`config.mk`:
```
export PLATFORM = sky130hd
export DESIGN_NAME = store_buffer
export DESIGN_NICKNAME = d
export VERILOG_FILES = /design/src/logic/brisc_pkg.sv /design/src/logic/store_buffer.sv
export SDC_FILE = /design/constraint.sdc
export NUM_CORES = 1
export LEC_CHECK = 0
export BUFFER_PORTS_ARGS = -buffer_cell sky130_fd_sc_hd__buf_2
export CAP_MARGIN = 40
export CORE_AREA = 4 4 239 241
export DETAILED_ROUTE_END_ITERATION = 10
export DIE_AREA = 0 0 243 245
export GPL_TIMING_DRIVEN = 0
export HOLD_SLACK_MARGIN = 0.1
export PLACE_DENSITY = 0.37
export SLEW_MARGIN = 20
export SYNTH_ARGS = -nofsm -noshare
export SYNTH_HDL_FRONTEND = slang
export SYNTH_SLANG_ARGS = --single-unit
```
`constraint.sdc`:
```
create_clock -name clk -period 5.7 [get_ports clk]
set_clock_uncertainty 0.15 [all_clocks]
set_input_delay 0 -clock clk [delete_from_list [all_inputs] [get_ports clk]]
set_output_delay 0 -clock clk [all_outputs]
set_load 0.02 [all_outputs]
```
`src/logic/brisc_pkg.sv`:
```
`default_nettype none

package brisc_pkg;

  // Data path widths
  localparam int unsigned XLEN = 32;
  localparam int unsigned WORD_WIDTH = 32;
  localparam int unsigned BYTE_WIDTH = 8;
  localparam int unsigned ADDRESS_WIDTH = 16;
  localparam int unsigned CACHE_LINE_WIDTH = 128;

  // Default geometry
  localparam int unsigned NUM_CACHE_LINES = 16;
  localparam int unsigned STB_DEPTH = 4;

  localparam int unsigned WORDS_PER_LINE = CACHE_LINE_WIDTH / WORD_WIDTH;
  localparam int unsigned BYTES_PER_WORD = WORD_WIDTH / BYTE_WIDTH;
  localparam int unsigned BYTES_PER_LINE = CACHE_LINE_WIDTH / BYTE_WIDTH;
  localparam int unsigned BYTE_OFFSET_WIDTH = $clog2(BYTES_PER_WORD);
  localparam int unsigned WORD_OFFSET_WIDTH = $clog2(WORDS_PER_LINE);
  localparam int unsigned INDEX_WIDTH = $clog2(NUM_CACHE_LINES);
  localparam int unsigned TAG_WIDTH =
      ADDRESS_WIDTH - INDEX_WIDTH - WORD_OFFSET_WIDTH - BYTE_OFFSET_WIDTH;

  typedef enum logic {
    B = 1'b0,
    W = 1'b1
  } data_size_e;

  // Byte address split for a direct-mapped lookup
  typedef struct packed {
    logic [TAG_WIDTH-1:0]         tag;
    logic [INDEX_WIDTH-1:0]       index;
    logic [WORD_OFFSET_WIDTH-1:0] word_offset;
    logic [BYTE_OFFSET_WIDTH-1:0] byte_offset;
  } addr_fields_t;

  // One line, read either by word or by byte
  typedef union packed {
    logic [WORDS_PER_LINE-1:0][WORD_WIDTH-1:0] words;
    logic [BYTES_PER_LINE-1:0][BYTE_WIDTH-1:0] bytes;
  } cache_line_u;

  typedef struct packed {
    logic [ADDRESS_WIDTH-1:0] line_addr;
    cache_line_u              data;
    logic                     write;
  } mem_req_t;

  // Byte stores keep their byte in data[7:0]
  typedef struct packed {
    addr_fields_t     addr;
    logic [XLEN-1:0]  data;
    data_size_e       size;
    logic             valid;
  } stb_entry_t;

endpackage

`default_nettype wire

```
`src/logic/store_buffer.sv`:
```
`timescale 1ns/1ps
`default_nettype none

module store_buffer #(
  parameter int unsigned STB_ENTRIES = brisc_pkg::STB_DEPTH
) (
  input  logic                       clk,
  input  logic                       reset,
  input  logic                       push,
  input  brisc_pkg::stb_entry_t      push_entry,
  output logic                       full,
  input  brisc_pkg::addr_fields_t    load_addr,
  input  brisc_pkg::data_size_e      load_size,
  output logic                       fwd_valid,
  output logic [brisc_pkg::XLEN-1:0] fwd_word,
  output logic                       fwd_conflict,
  output brisc_pkg::stb_entry_t      head,
  input  logic                       pop
);

  localparam int unsigned PTR_W = (STB_ENTRIES > 1) ? $clog2(STB_ENTRIES) : 1;
  localparam int unsigned CNT_W = $clog2(STB_ENTRIES + 1);

  brisc_pkg::stb_entry_t entries_q [STB_ENTRIES];
  logic [STB_ENTRIES-1:0] slot_valid_q;
  logic [PTR_W-1:0]       wr_ptr_q;
  logic [PTR_W-1:0]       rd_ptr_q;
  logic [CNT_W-1:0]       count_q;

  brisc_pkg::stb_entry_t  match_entry;
  logic                   match_found;

  function automatic logic [PTR_W-1:0] next_ptr(input logic [PTR_W-1:0] ptr);
    if (ptr == PTR_W'(STB_ENTRIES - 1)) begin
      return '0;
    end
    return ptr + 1'b1;
  endfunction

  assign full = (count_q == CNT_W'(STB_ENTRIES));

  always_ff @(posedge clk) begin
    if (reset) begin
      wr_ptr_q <= '0;
      rd_ptr_q <= '0;
      count_q <= '0;
      slot_valid_q <= '0;
    end else begin
      if (push) begin
        wr_ptr_q <= next_ptr(wr_ptr_q);
        slot_valid_q[wr_ptr_q] <= push_entry.valid;
      end
      if (pop) begin
        rd_ptr_q <= next_ptr(rd_ptr_q);
        slot_valid_q[rd_ptr_q] <= 1'b0;
      end
      case ({push, pop})
        2'b10:   count_q <= count_q + 1'b1;
        2'b01:   count_q <= count_q - 1'b1;
        default: count_q <= count_q;
      endcase
    end
  end

  always_ff @(posedge clk) begin
    if (push) begin
      entries_q[wr_ptr_q] <= push_entry;
    end
  end

  // Oldest entry offered to the cache
  always_comb begin
    head = entries_q[rd_ptr_q];
    head.valid = slot_valid_q[rd_ptr_q];
  end

  // Walk oldest to newest so the last match wins
  always_comb begin
    int unsigned slot;
    match_found = 1'b0;
    match_entry = '0;
    for (int unsigned i = 0; i < STB_ENTRIES; i++) begin
      slot = (int'(rd_ptr_q) + i) % STB_ENTRIES;
      if (slot_valid_q[slot] &&
          entries_q[slot].addr.tag == load_addr.tag &&
          entries_q[slot].addr.index == load_addr.index &&
          entries_q[slot].addr.word_offset == load_addr.word_offset) begin
        match_found = 1'b1;
        match_entry = entries_q[slot];
      end
    end
  end

  always_comb begin
    fwd_valid = 1'b0;
    fwd_conflict = 1'b0;
    if (match_found) begin
      if (match_entry.size == brisc_pkg::W) begin
        fwd_valid = 1'b1;
      end else if (load_size == brisc_pkg::B &&
                   match_entry.addr.byte_offset == load_addr.byte_offset) begin
        fwd_valid = 1'b1;
      end else begin
        // partial overlap, wait for the drain
        fwd_conflict = 1'b1;
      end
    end
  end

  // Byte copied to every lane so the aligner can pick it by offset
  assign fwd_word = (match_entry.size == brisc_pkg::W) ? match_entry.data :
                    {brisc_pkg::BYTES_PER_WORD{match_entry.data[brisc_pkg::BYTE_WIDTH-1:0]}};

  assert property (@(posedge clk) disable iff (reset) push |-> !full)
    else $error("store_buffer: push while full");

  assert property (@(posedge clk) disable iff (reset) pop |-> head.valid)
    else $error("store_buffer: pop while empty");

endmodule

`default_nettype wire

```
# ---- Word-level counts from Yosys, hierarchy flattened
# Memory sizes are Yosys's and may differ from the RTL's. A register that Yosys moved wholly into a read port is not among the register bits.
# Cells that the tools add are included.
dict set report word_totals {
  register_bits 11
  ram_bits 200
  elab_cells 106
  n_memories 1
}
# memory words word_bits rd rd_ports_with_merged_regs write_ports line_no
set memory_table {}
lappend memory_table {entries_q 4 50 5 2 1 store_buffer.sv:24} ;# brisc_pkg::stb_entry_t entries_q [STB_ENTRIES];
dict set report classes {
  addsub 7
  order_cmp 8
  n_eq_ne 18
  mux 49
  bitwise 3
  n_reduce_logical 16
}
# cell n
set op_table {}
lappend op_table {{two-way mux 36 bit} 4}
lappend op_table {{== test 8 bit} 4}
lappend op_table {{two-way mux 32 bit} 1}
lappend op_table {{two-way mux 1 bit} 25}
lappend op_table {{< comparator 2 x 3 -> 1 bit, second input constant} 6}
lappend op_table {{== test 4 bit} 4}
lappend op_table {{two-way mux 2 bit} 8}
lappend op_table {{logical AND 1 bit} 15}
lappend op_table {{two-way mux 4 bit} 3}
lappend op_table {{== test 2 bit} 5}
lappend op_table {{binary-select mux 1 bit (select 2 bit)} 4}
lappend op_table {{adder 2 x 1 -> 2 bit, second input constant} 3}
lappend op_table {{== test 2 bit, second input constant} 3}
lappend op_table {{case mux 3 bit (2 select lines)} 1}
lappend op_table {{adder 2 bit, second input constant} 2}
lappend op_table {{AND 4 bit} 1}
lappend op_table {{bitwise mux 4 bit} 1}
lappend op_table {{demux 1 bit (select 2 bit)} 2}
lappend op_table {{>= comparator 2 x 1 -> 1 bit, second input constant} 2}
lappend op_table {{NOT 4 bit} 1}
lappend op_table {{adder 3 x 1 -> 3 bit, second input constant} 1}
lappend op_table {{== test 3 bit, second input constant} 1}
lappend op_table {{subtractor 3 x 1 -> 3 bit, second input constant} 1}
lappend op_table {{== test 2 x 1 -> 1 bit, second input constant} 1}
lappend op_table {{other kinds (2)} 2}

# ---- Longest topological paths before layout
# Gate-level depths: netlist of run 1.
dict set report logic_depth {
  word_depth 14
  mapped_depth 22
  depth_no_buf 12
}

# ---- Worst setup path before layout of run 1
# No wires, ideal clock.
dict set report synth_path {
  path_kind {flip-flop to output port}
  start {reg rd_ptr_q[1]}
  end {out fwd_word[13] (netlist name)}
  t_arrival_ps 5354
  required_ps 5550
  slack_ps 196
  path_stages_with_launch 23
  cell_sequence {dfxtp_1 buf_2 buf_1 clkbuf_1 buf_1 clkbuf_1 inv_1 ha_1 buf_6 buf_8 buf_8 mux4_2 xnor2_1 nand4_1 nor4_1 or4b_1 buf_6 nand2_8 buf_4 a221oi_1 a21oi_1 and2_1 a31o_1}
}
dict set report synth_via {
  elab_chain_cells 10
}
# item line_no
set synth_rtl {}
lappend synth_rtl {{start: declaration} store_buffer.sv:27} ;# logic [PTR_W-1:0] rd_ptr_q;
lappend synth_rtl {{start signal: assignment} store_buffer.sv:54} ;# rd_ptr_q <= next_ptr(rd_ptr_q);
lappend synth_rtl {{adder 2 x 1 -> 2 bit / binary-select mux 1 bit (select 2 bit) (equally long branches)} {store_buffer.sv:83, store_buffer.sv:84}}
lappend synth_rtl {{memory read (4 x 50 bit) (tied with other cells)} --}
lappend synth_rtl {{== test 8 bit (tied with other cells)} store_buffer.sv:85} ;# entries_q[slot].addr.tag == load_addr.tag &&
lappend synth_rtl {{logical AND 1 bit (on tied branches)} {store_buffer.sv:84, store_buffer.sv:85}}
lappend synth_rtl {{logical AND 1 bit (on tied branches)} {store_buffer.sv:85, store_buffer.sv:86}}
lappend synth_rtl {{logical AND 1 bit / two-way mux 36 bit (equally long branches)} {store_buffer.sv:86, store_buffer.sv:84}}
lappend synth_rtl {{two-way mux 36 bit (2 in series)} store_buffer.sv:84} ;# if (slot_valid_q[slot] &&
lappend synth_rtl {{two-way mux 36 bit *} store_buffer.sv:84}
lappend synth_rtl {{two-way mux 32 bit *} store_buffer.sv:111} ;# assign fwd_word = (match_entry.size == brisc_pkg::W) ? match_entry.data :
lappend synth_rtl {{end: declaration} store_buffer.sv:15} ;# output logic [brisc_pkg::XLEN-1:0] fwd_word,
# Mark *: on every way between the ends. The rest lies on a longest branch, timed or not. The select of a mux whose other input is x is not followed.

# ---- Worst setup path in the final report of run 1
# Same ends and word-level chain as after synthesis.

==> impl_metrics.ini, run 1 <==
[final_layout]
fin_util_pct = 32.0
fin_nets = 1261
drive_above_1_share_pct = 39.7
finalInstanceArea_sq_um = 17600
fin_cells = 1906
area_growth_pct = 29.2
fillers = 5506

[synth]
synth-edff-count = 196
synth_area_sq_um = 13600
synth_top_cell_area_share_pct = 43.3
synth-seq-area-share_pct = 45.2
synth_area_leaders = edfxtp_1 (43%), mux4_2 (30%), mux2i_1 (3.8%), xor2_1 (2.4%), xnor2_1 (1.9%)
synth_fp_nets = 965
yosysTopAreaCell = edfxtp_1
synth_most_common_cell = edfxtp_1
synth_seq_cells = 209
yosys-top-cells-count = edfxtp_1 (196), mux4_2 (179), nand2_1 (66)
ys.flop_type = edfxtp_1
synth_cells = 884
yosys_warnings = 0
postSynthAreaPerCell_sq_um = 15.4
yosysUniqueCellTypes = 57
async_reset_ff_share_pct = 0

[setup_path]
cp.required_ns = 5.55
cp.arrival_ns = 5.33
worst_path_dominant_cell_family = buffers and inverters
rr_endpoint = rd_ptr_q[1]
crit_path_max_fanout = 19
worst_setup_path_end_kind = primary output
path_buf_inv = 8
critPathKind = register to primary output
cp_cell_sequence = buf_12 > buf_12 > inv_1 > ha_1 > buf_6 > mux4_2 > xor2_1 > nor4_1 > nand4_1 > nor3_2 > buf_2 > clkbuf_2 > clkbuf_2 > a221o_1 > a31o_1 > buf_2
critPathLaunchType = register
r2r_slack_ns = 1.96
r2r_start = rd_ptr_q[1]
slowest_stage = mux4_2
cpPeakStageDelay_ns = 0.52
reg2reg_depth = 12

[power]
clkPwrFrac_pct = 37.4
power_switching_share_pct = 27.9
p_total_mw = 4.46
p_int_mw = 3.22
p_switching_mw = 1.25
max-vdd-ir-drop_mv = 0.211
comb_power_share_pct = 22.2
p_leak_nw = 5.86
p_seq_share_pct = 40.3
power_per_cell_area_nw_per_um2 = 254

[sta]
hold_viol_final = 0
maxSlewViolCount = 0
fmax_mhz = 183
tns_ns = 0
slew_headroom_pct = 46.4
finalCriticalPeriod_ns = 5.48
tightest_slew_ns = 0.803
setup_violations = 0
fin_crit_sh_pct = 96.1

[die]
ios = 156
dieArea_sq_um = 59500
dieWidth_um = 243
core_sq_um = 54900
num_rows = 86
die_h_um = 245
start_util_pct = 24.8

[global_routing]
grt_pass1_vias = 10300
antenna_found_initial = 3
grt_usage_pct = 16.3
grt_pass1_wl_um = 72300
grt_start_max_net_pins = 35
globalRouteOverflowTotal = 0

[routing]
wl_per_cell_um = 26.0
drtAntennaViolNets = 0
drc = 0
num_vias = 9772
via_per_inst = 5.13
wl_um = 49500
drtIter0Drc = 659
first_pass_iters = 5

[place]
place_congestion = 0.765
io_buffers = 143
dp_cells = 1747
dpl_cell_area_sq_um = 15400
dp_hpwl_um = 35000

[min_path]
hold_end = wr_ptr_q[1]
holdPathStages = 4
min-delay-start = push
hold_class = input pin to register

[clock_network]
cts_tree = done
clock_latency_ns = 0.55
clock_path_buffers = 3
cts_root_buf = clkbuf_16
cts_max_level = 1
cts-buffers-inserted = 28
cts.sinks = 209
clk_pin_slew_ns = 0.05

[status]
status = finished clean

[flow_run]
maxCapViolCount = 0
-- sequential cells by signal, indices dropped and copies added, names as in the netlist, named ones only --
| name | cells |
|---|---|
| entries_q | 196 |
| slot_valid_q | 4 |
| count_q | 3 |
| rd_ptr_q | 2 |
| wr_ptr_q | 2 |
-- area by class of cell --
class / instances / area (sq um) / area share, %
Multi-Input combinational cell: 579 / 7060 / 40.1
Sequential cell: 209 / 6150 / 35.0
Timing Repair Buffer: 270 / 2070 / 11.8
Tap cell: 704 / 881 / 5.01
Clock buffer: 41 / 821 / 4.67
Buffer: 82 / 507 / 2.88
Clock inverter: 10 / 57.6 / 0.327
Inverter: 10 / 37.5 / 0.213
Antenna cell: 1 / 2.50 / 0.0142
-- stage by stage --
| stage | worst slack (ns) | hold slack [ns] |
|---|---|---|
| floorplan | 0.196 | -0.0715 |
| global placement | -2.94 | 0.0686 |
| detailed placement | -2.70 | 0.0670 |
| CTS | -0.00444 | 0.141 |
| global route | -0.00704 | 0.199 |
| finish | 0.221 | 0.168 |
-- worst max-delay path by stage --
| stage | start | end | slack (ns) | cells after the start |
|---|---|---|---|---|
| after floorplan | rd_ptr_q[1] | fwd_word[13] | 0.20 | 22 |
| after global placement | rd_ptr_q[1] | fwd_word[13] | -2.94 | 21 |
| after detailed placement | rd_ptr_q[1] | fwd_word[13] | -2.70 | 22 |
| after CTS | rd_ptr_q[0] | fwd_word[10] | -0.004 | 20 |
| after global routing | rd_ptr_q[1] | fwd_word[13] | -0.007 | 20 |
| final | rd_ptr_q[1] | fwd_word[13] | 0.22 | 16 |
-- metal layers --
metal / global-route usage, % / wire, um / vias up
li1: - / - / 4303
met1: 21.7 / 21300 / 5088
met2: 27.6 / 24000 / 317
met3: 3.52 / 3100 / 60
met4: 3.62 / 1090 / 4
met5: 0 / 21 / -
-- logic make-up (layout without fill, tap and decap cells) --
logic type | after synthesis | count (layout) | synth area share (%)
flops | 209 | 209 | 45.2
fa+ha+maj | 10 | 10 | 0.975
mux | 232 | 232 | 33.6
xor+xnor | 67 | 67 | 4.31
compound gates | 141 | 141 | 7.74
simple gates | 129 | 129 | 4.69
other cells | 0 | 1 | 0
buf+inv | 96 | 413 | 3.54
-- power by group through the flow --
stage	logic (mW)	clock network [mW]	registers [mW]
2_1_floorplan	0.638	0	1.81
3_3_place_gp	0.921	0	1.84
3_5_place_dp	0.945	0	1.83
4_1_cts	1.01	1.72	1.80
5_1_grt	1.07	1.79	1.81
6_report	0.993	1.67	1.80
-- worst min-delay path, delay by kind of cell --
family | cells | cell delay, ns
simple gates | 1 | 0.07
mux | 1 | 0.08
buf+inv | 2 | 0.68
-- layout by cell type (no fill, tap or decap), types with 5 or more instances in the layout --
cell type / count
nand2_1: 65
a221o_1: 26
buf_4: 9
a31o_2: 12
mux4_2: 179
a211oi_1: 6
a221oi_1: 8
xor2_1: 37
clkbuf_8: 5
clkbuf_16: 29
dfxtp_1: 11
ha_1: 9
clkbuf_2: 15
a21oi_1: 14
buf_1: 13
o21ai_0: 42
edfxtp_1: 196
nand4_1: 5
inv_1: 10
nor2_1: 15
a31o_1: 10
and2_4: 7
nor4_1: 5
xnor2_1: 30
nor3_1: 7
mux2i_1: 51
dlygate4sd3_1: 105
buf_6: 21
clkbuf_1: 26
buf_2: 157
-- what timing repair did --
item,CTS,global route
gates cloned,1,0
hold buffers,105,0
buffers inserted,2,1
endpoints found under the hold margin,298,0
resized for setup,38,25
pin swaps,0,0
endpoints found under the setup margin,36,26
(Power assumes the default switching activity.)
==> inputs of run 2 (changes only) <==
Settings changed: CORE_AREA 4 4 239 241 to 4 4 266 216, DIE_AREA 0 0 243 245 to 0 0 270 220.
==> impl_metrics.ini, run 2 (synthesis results as in run 1) <==
[clock_network]
cts_root_buf = clkbuf_16
cts.sinks = 209
cts_tree = done
clk_pin_slew_ns = 0.06
cts_max_level = 1
clock_latency_ns = 0.55
cts-buffers-inserted = 26
clock_path_buffers = 3

[setup_path]
cp_cell_sequence = buf_12 > inv_1 > ha_1 > buf_6 > buf_8 > buf_8 > mux4_2 > xnor2_1 > nand4_1 > nor4_2 > buf_4 > or4b_1 > buf_6 > nand2_8 > a221oi_1 > a21oi_1 > and2_2 > a31o_1 > buf_2
critPathLaunchType = register
path_buf_inv = 8
critPathKind = register to primary output
crit_path_max_fanout = 46
cpPeakStageDelay_ns = 0.45
cp.arrival_ns = 5.33
cp.required_ns = 5.55
worst_path_dominant_cell_family = buffers and inverters
slowest_stage = or4b_1
worst_setup_path_end_kind = primary output

[power]
p_leak_nw = 5.79
power_per_cell_area_nw_per_um2 = 248
max-vdd-ir-drop_mv = 0.181

[final_layout]
layout_common_cells = edfxtp_1 (196), mux4_2 (179), buf_2 (157)
final_common_cell = edfxtp_1
fin_util_pct = 31.8
fin_nets = 1256
fillers = 5422
largest_register = entries_q
largest_reg_flops = 196
largestRegisters = entries_q (196), slot_valid_q (4), count_q (3)
fin_cells = 1905
area_growth_pct = 28.1
drive_above_1_share_pct = 39.6

[status]
status = finished clean

[routing]
drc = 0
drtAntennaViolNets = 0
wl_per_cell_um = 26.2
first_pass_iters = 5
num_vias = 9821
via_per_inst = 5.16
wl_um = 49900
drtIter0Drc = 846

[die]
die_h_um = 220
ios = 156
start_util_pct = 24.8
dieArea_sq_um = 59400
core_sq_um = 54800
dieWidth_um = 270
num_rows = 77

[place]
io_buffers = 143
dp_cells = 1756
dp_hpwl_um = 35700
place_ws_ns = -2.60
place_congestion = 0.791

[sta]
finalCriticalPeriod_ns = 5.48
hold_viol_final = 0
fmax_mhz = 183
fin_ws_ns = 0.223
tightest_slew_ns = 0.854
setup_violations = 0
whs_ns = 0.117
fin_crit_sh_pct = 96.1
slew_headroom_pct = 43.1
maxSlewViolCount = 0

[global_routing]
grt_pass1_vias = 10200
grt_pass1_wl_um = 73500
globalRouteOverflowTotal = 0
grt_start_max_net_pins = 47
grt_usage_pct = 16.6
antenna_found_initial = 2

[min_path]
hold_class = input pin to register

[flow_run]
maxCapViolCount = 0
==> run 2: cell count changes in the layout (fill, tap and decap cells not counted), sizes merged <==
cell	delta
clkbuf	-8
clkinv	+5
dlygate4sd3	-3
buf	+2
bufbuf	-1
clkdlybuf4s15	-1
clkinvlp	-1
inv	-1
==> run 2: cell type report <==
class | count | area (sq um) | share of cell area (%)
Tap cell | 711 | 890 | 5.11
Clock inverter | 13 | 63.8 | 0.366
Timing Repair Buffer | 267 | 2020 | 11.6
Antenna cell | 1 | 2.50 | 0.0144
Multi-Input combinational cell | 579 | 7070 | 40.6
Sequential cell | 209 | 6150 | 35.3
Buffer | 82 | 493 | 2.83
Clock buffer | 33 | 698 | 4.01
Inverter | 10 | 41.3 | 0.237
==> run 2: final timing paths <==
| kind | from | cells past startpoint | to | slack [ns] |
|---|---|---|---|---|
| worst max-delay path | rd_ptr_q[1] | 19 | fwd_word[16] | 0.22 |
| worst min-delay path | push_entry[13] | 2 | entries_q[1][13] | 0.12 |
| worst max register to register | rd_ptr_q[1] | 13 | rd_ptr_q[1] | 1.52 |
| worst min register to register | count_q[2] | 2 | count_q[2] | 0.33 |
==> run 2: metal layers <==
| layer | up-vias | track usage (%) | wire length (um) |
|---|---|---|---|
| met2 | 288 | 25.5 | 22300 |
| met4 | 4 | 2.77 | 824 |
| li1 | 4288 | - | - |
| met5 | - | 0 | 21 |
| met3 | 49 | 2.35 | 2250 |
| met1 | 5192 | 25.3 | 24500 |
==> run 2: timing repair <==
item                                    4_1_cts  5_1_grt
setup buffers                                 2        2
gates cloned                                  0        0
gates resized for setup                      36       23
endpoints found under the setup margin       36       26
hold buffers                                102        0
hold endpoints to repair                    294        0
==> run 2: worst register-to-register path, cell delays in order (launching register included) <==
cell and delay, ns:
dfxtp_1 0.41, buf_12 0.35, inv_1 0.12, ha_1 0.31, buf_6 0.18, buf_8 0.19, buf_6 0.22, buf_6 0.22
buf_1 0.42, buf_6 0.24, clkbuf_1 0.56, buf_2 0.45, mux2i_1 0.14, nor2_1 0.14
==> run 2: metrics by stage <==
step | cell area (sq um) | TNS, ns | total power [mW]
6_report | 17400 | 0 | 4.33
3_5_place_dp | 15500 | -79.37 | 2.78
4_1_cts | 17400 | 0 | 4.39
3_3_place_gp | 15200 | -91.45 | 2.76
5_1_grt | 17400 | -0.0558 | 4.53
2_1_floorplan | 13600 | 0 | 2.45
==> run 2: report_power, final <==
part | switching, mW | total, mW | internal, mW
Clock | 0.664 | 1.52 | 0.857
Combinational | 0.529 | 1.01 | 0.479
Sequential | 0.0504 | 1.80 | 1.75
==> inputs of run 3 (changes only) <==
Clock period 5.7 ns to 5.9 ns, I/O delays scaled along.
==> impl_metrics.ini, run 3 (synthesis results as in run 1) <==
[die]
num_rows = 77
core_sq_um = 54800
ios = 156
dieWidth_um = 270
die_h_um = 220
start_util_pct = 24.8
dieArea_sq_um = 59400

[sta]
fin_ws_ns = 0.220
fin_crit_sh_pct = 96.3
fmax_mhz = 176
setup_violations = 0
tightest_slew_ns = 0.828
maxSlewViolCount = 0
finalCriticalPeriod_ns = 5.68
tns_ns = 0
slew_headroom_pct = 44.8
whs_ns = 0.116
hold_viol_final = 0

[power]
max-vdd-ir-drop_mv = 0.176
comb_power_share_pct = 23.2
p_leak_nw = 5.76
p_total_mw = 4.18
p_int_mw = 2.98
p_switching_mw = 1.20
p_seq_share_pct = 41.6
clkPwrFrac_pct = 35.2
power_per_cell_area_nw_per_um2 = 240
power_switching_share_pct = 28.7

[global_routing]
grt_pass1_wl_um = 73500
antenna_found_initial = 2
globalRouteOverflowTotal = 0
grt_usage_pct = 16.6
grt_pass1_vias = 10200
grt_start_max_net_pins = 47

[place]
place_congestion = 0.791
dp_cells = 1756
dpl_cell_area_sq_um = 15500
io_buffers = 143
dp_hpwl_um = 35700
place_ws_ns = -2.40

[status]
status = finished clean

[final_layout]
final_common_cell = edfxtp_1
largest_register = entries_q
drive_above_1_share_pct = 38.9
fin_cells = 1905
fin_util_pct = 31.7
fillers = 5420
area_growth_pct = 27.9
finalInstanceArea_sq_um = 17400
largestRegisters = entries_q (196), slot_valid_q (4), count_q (3)
layout_common_cells = edfxtp_1 (196), mux4_2 (179), buf_2 (158)
largest_reg_flops = 196
fin_nets = 1256

[clock_network]
clk_pin_slew_ns = 0.06
clock_path_buffers = 3
cts_root_buf = clkbuf_16
clock_latency_ns = 0.55
cts-buffers-inserted = 26
cts_tree = done
cts.sinks = 209
cts_max_level = 1

[routing]
drc = 0
wl_per_cell_um = 26.1
first_pass_iters = 5
via_per_inst = 5.17
drtIter0Drc = 886
num_vias = 9850
drtAntennaViolNets = 0
wl_um = 49800

[setup_path]
crit_path_max_fanout = 10
cp.arrival_ns = 5.53
critPathKind = register to primary output
r2r_start = rd_ptr_q[0]
critPathLaunchType = register
r2r_slack_ns = 1.67
rr_endpoint = rd_ptr_q[1]
cp.required_ns = 5.75
reg2reg_depth = 14
worst_setup_path_end_kind = primary output

[min_path]
hold_end = entries_q[1][13]
holdPathStages = 2
min-delay-start = push_entry[13]
hold_class = input pin to register

[flow_run]
maxCapViolCount = 0
==> run 3: how the worst max path moves through the flow <==
stage / from / depth (start not counted) / slack, ns / endpoint
floorplan: rd_ptr_q[1] / 22 / 0.40 / fwd_word[13]
global placement: rd_ptr_q[1] / 21 / -2.78 / fwd_word[10]
detailed placement: rd_ptr_q[1] / 22 / -2.40 / fwd_word[10]
CTS: rd_ptr_q[0] / 21 / 0.002 / fwd_word[21]
global route: rd_ptr_q[0] / 20 / -0.02 / fwd_word[10]
finish: rd_ptr_q[0] / 18 / 0.22 / fwd_word[10]
==> run 3: area by class of cell <==
cell class	count	area [sq um]	share of cell area, %
Clock buffer	33	698	4.01
Multi-Input combinational cell	579	7050	40.5
Sequential cell	209	6150	35.3
Clock inverter	13	63.8	0.367
Timing Repair Buffer	267	2030	11.7
Antenna cell	1	2.50	0.0144
Buffer	82	479	2.75
Tap cell	711	890	5.11
Inverter	10	41.3	0.237
==> run 3: what timing repair did <==
action                                  4_1_cts  5_1_grt
endpoints found under the hold margin       294        0
resized for setup                            20       26
hold buffers                                102        0
buffers inserted                              1        2
endpoints found under the setup margin       36       26
==> run 3: metal layers <==
| layer | vias to the layer above | global-route usage (%) | wire (um) |
|---|---|---|---|
| li1 | 4285 | - | - |
| met2 | 313 | 25.5 | 22300 |
| met4 | 4 | 2.77 | 845 |
| met5 | - | 0 | 21 |
| met1 | 5198 | 25.3 | 24300 |
| met3 | 50 | 2.35 | 2330 |
==> run 3: power by group through the flow <==
stage | sequential [mW] | clock [mW] | combinational (mW)
after floorplan | 1.75 | 0 | 0.616
after CTS | 1.74 | 1.52 | 0.978
after global routing | 1.74 | 1.58 | 1.04
after global placement | 1.77 | 0 | 0.896
after detailed placement | 1.77 | 0 | 0.922
final | 1.74 | 1.47 | 0.972
==> run 3: critical path: stages (launching register included) <==
cell        delay, ns
dfxtp_1          0.40
buf_8            0.20
buf_6            0.18
clkinvlp_4       0.13
ha_1             0.31
buf_6            0.18
mux4_2           0.52
xor2_1           0.20
nor4_1           0.60
nand4_1          0.18
nor3_2           0.35
nor2b_1          0.08
clkbuf_2         0.20
buf_4            0.23
a221oi_1         0.33
a21oi_1          0.14
and2_2           0.30
a31o_4           0.26
buf_2            0.16
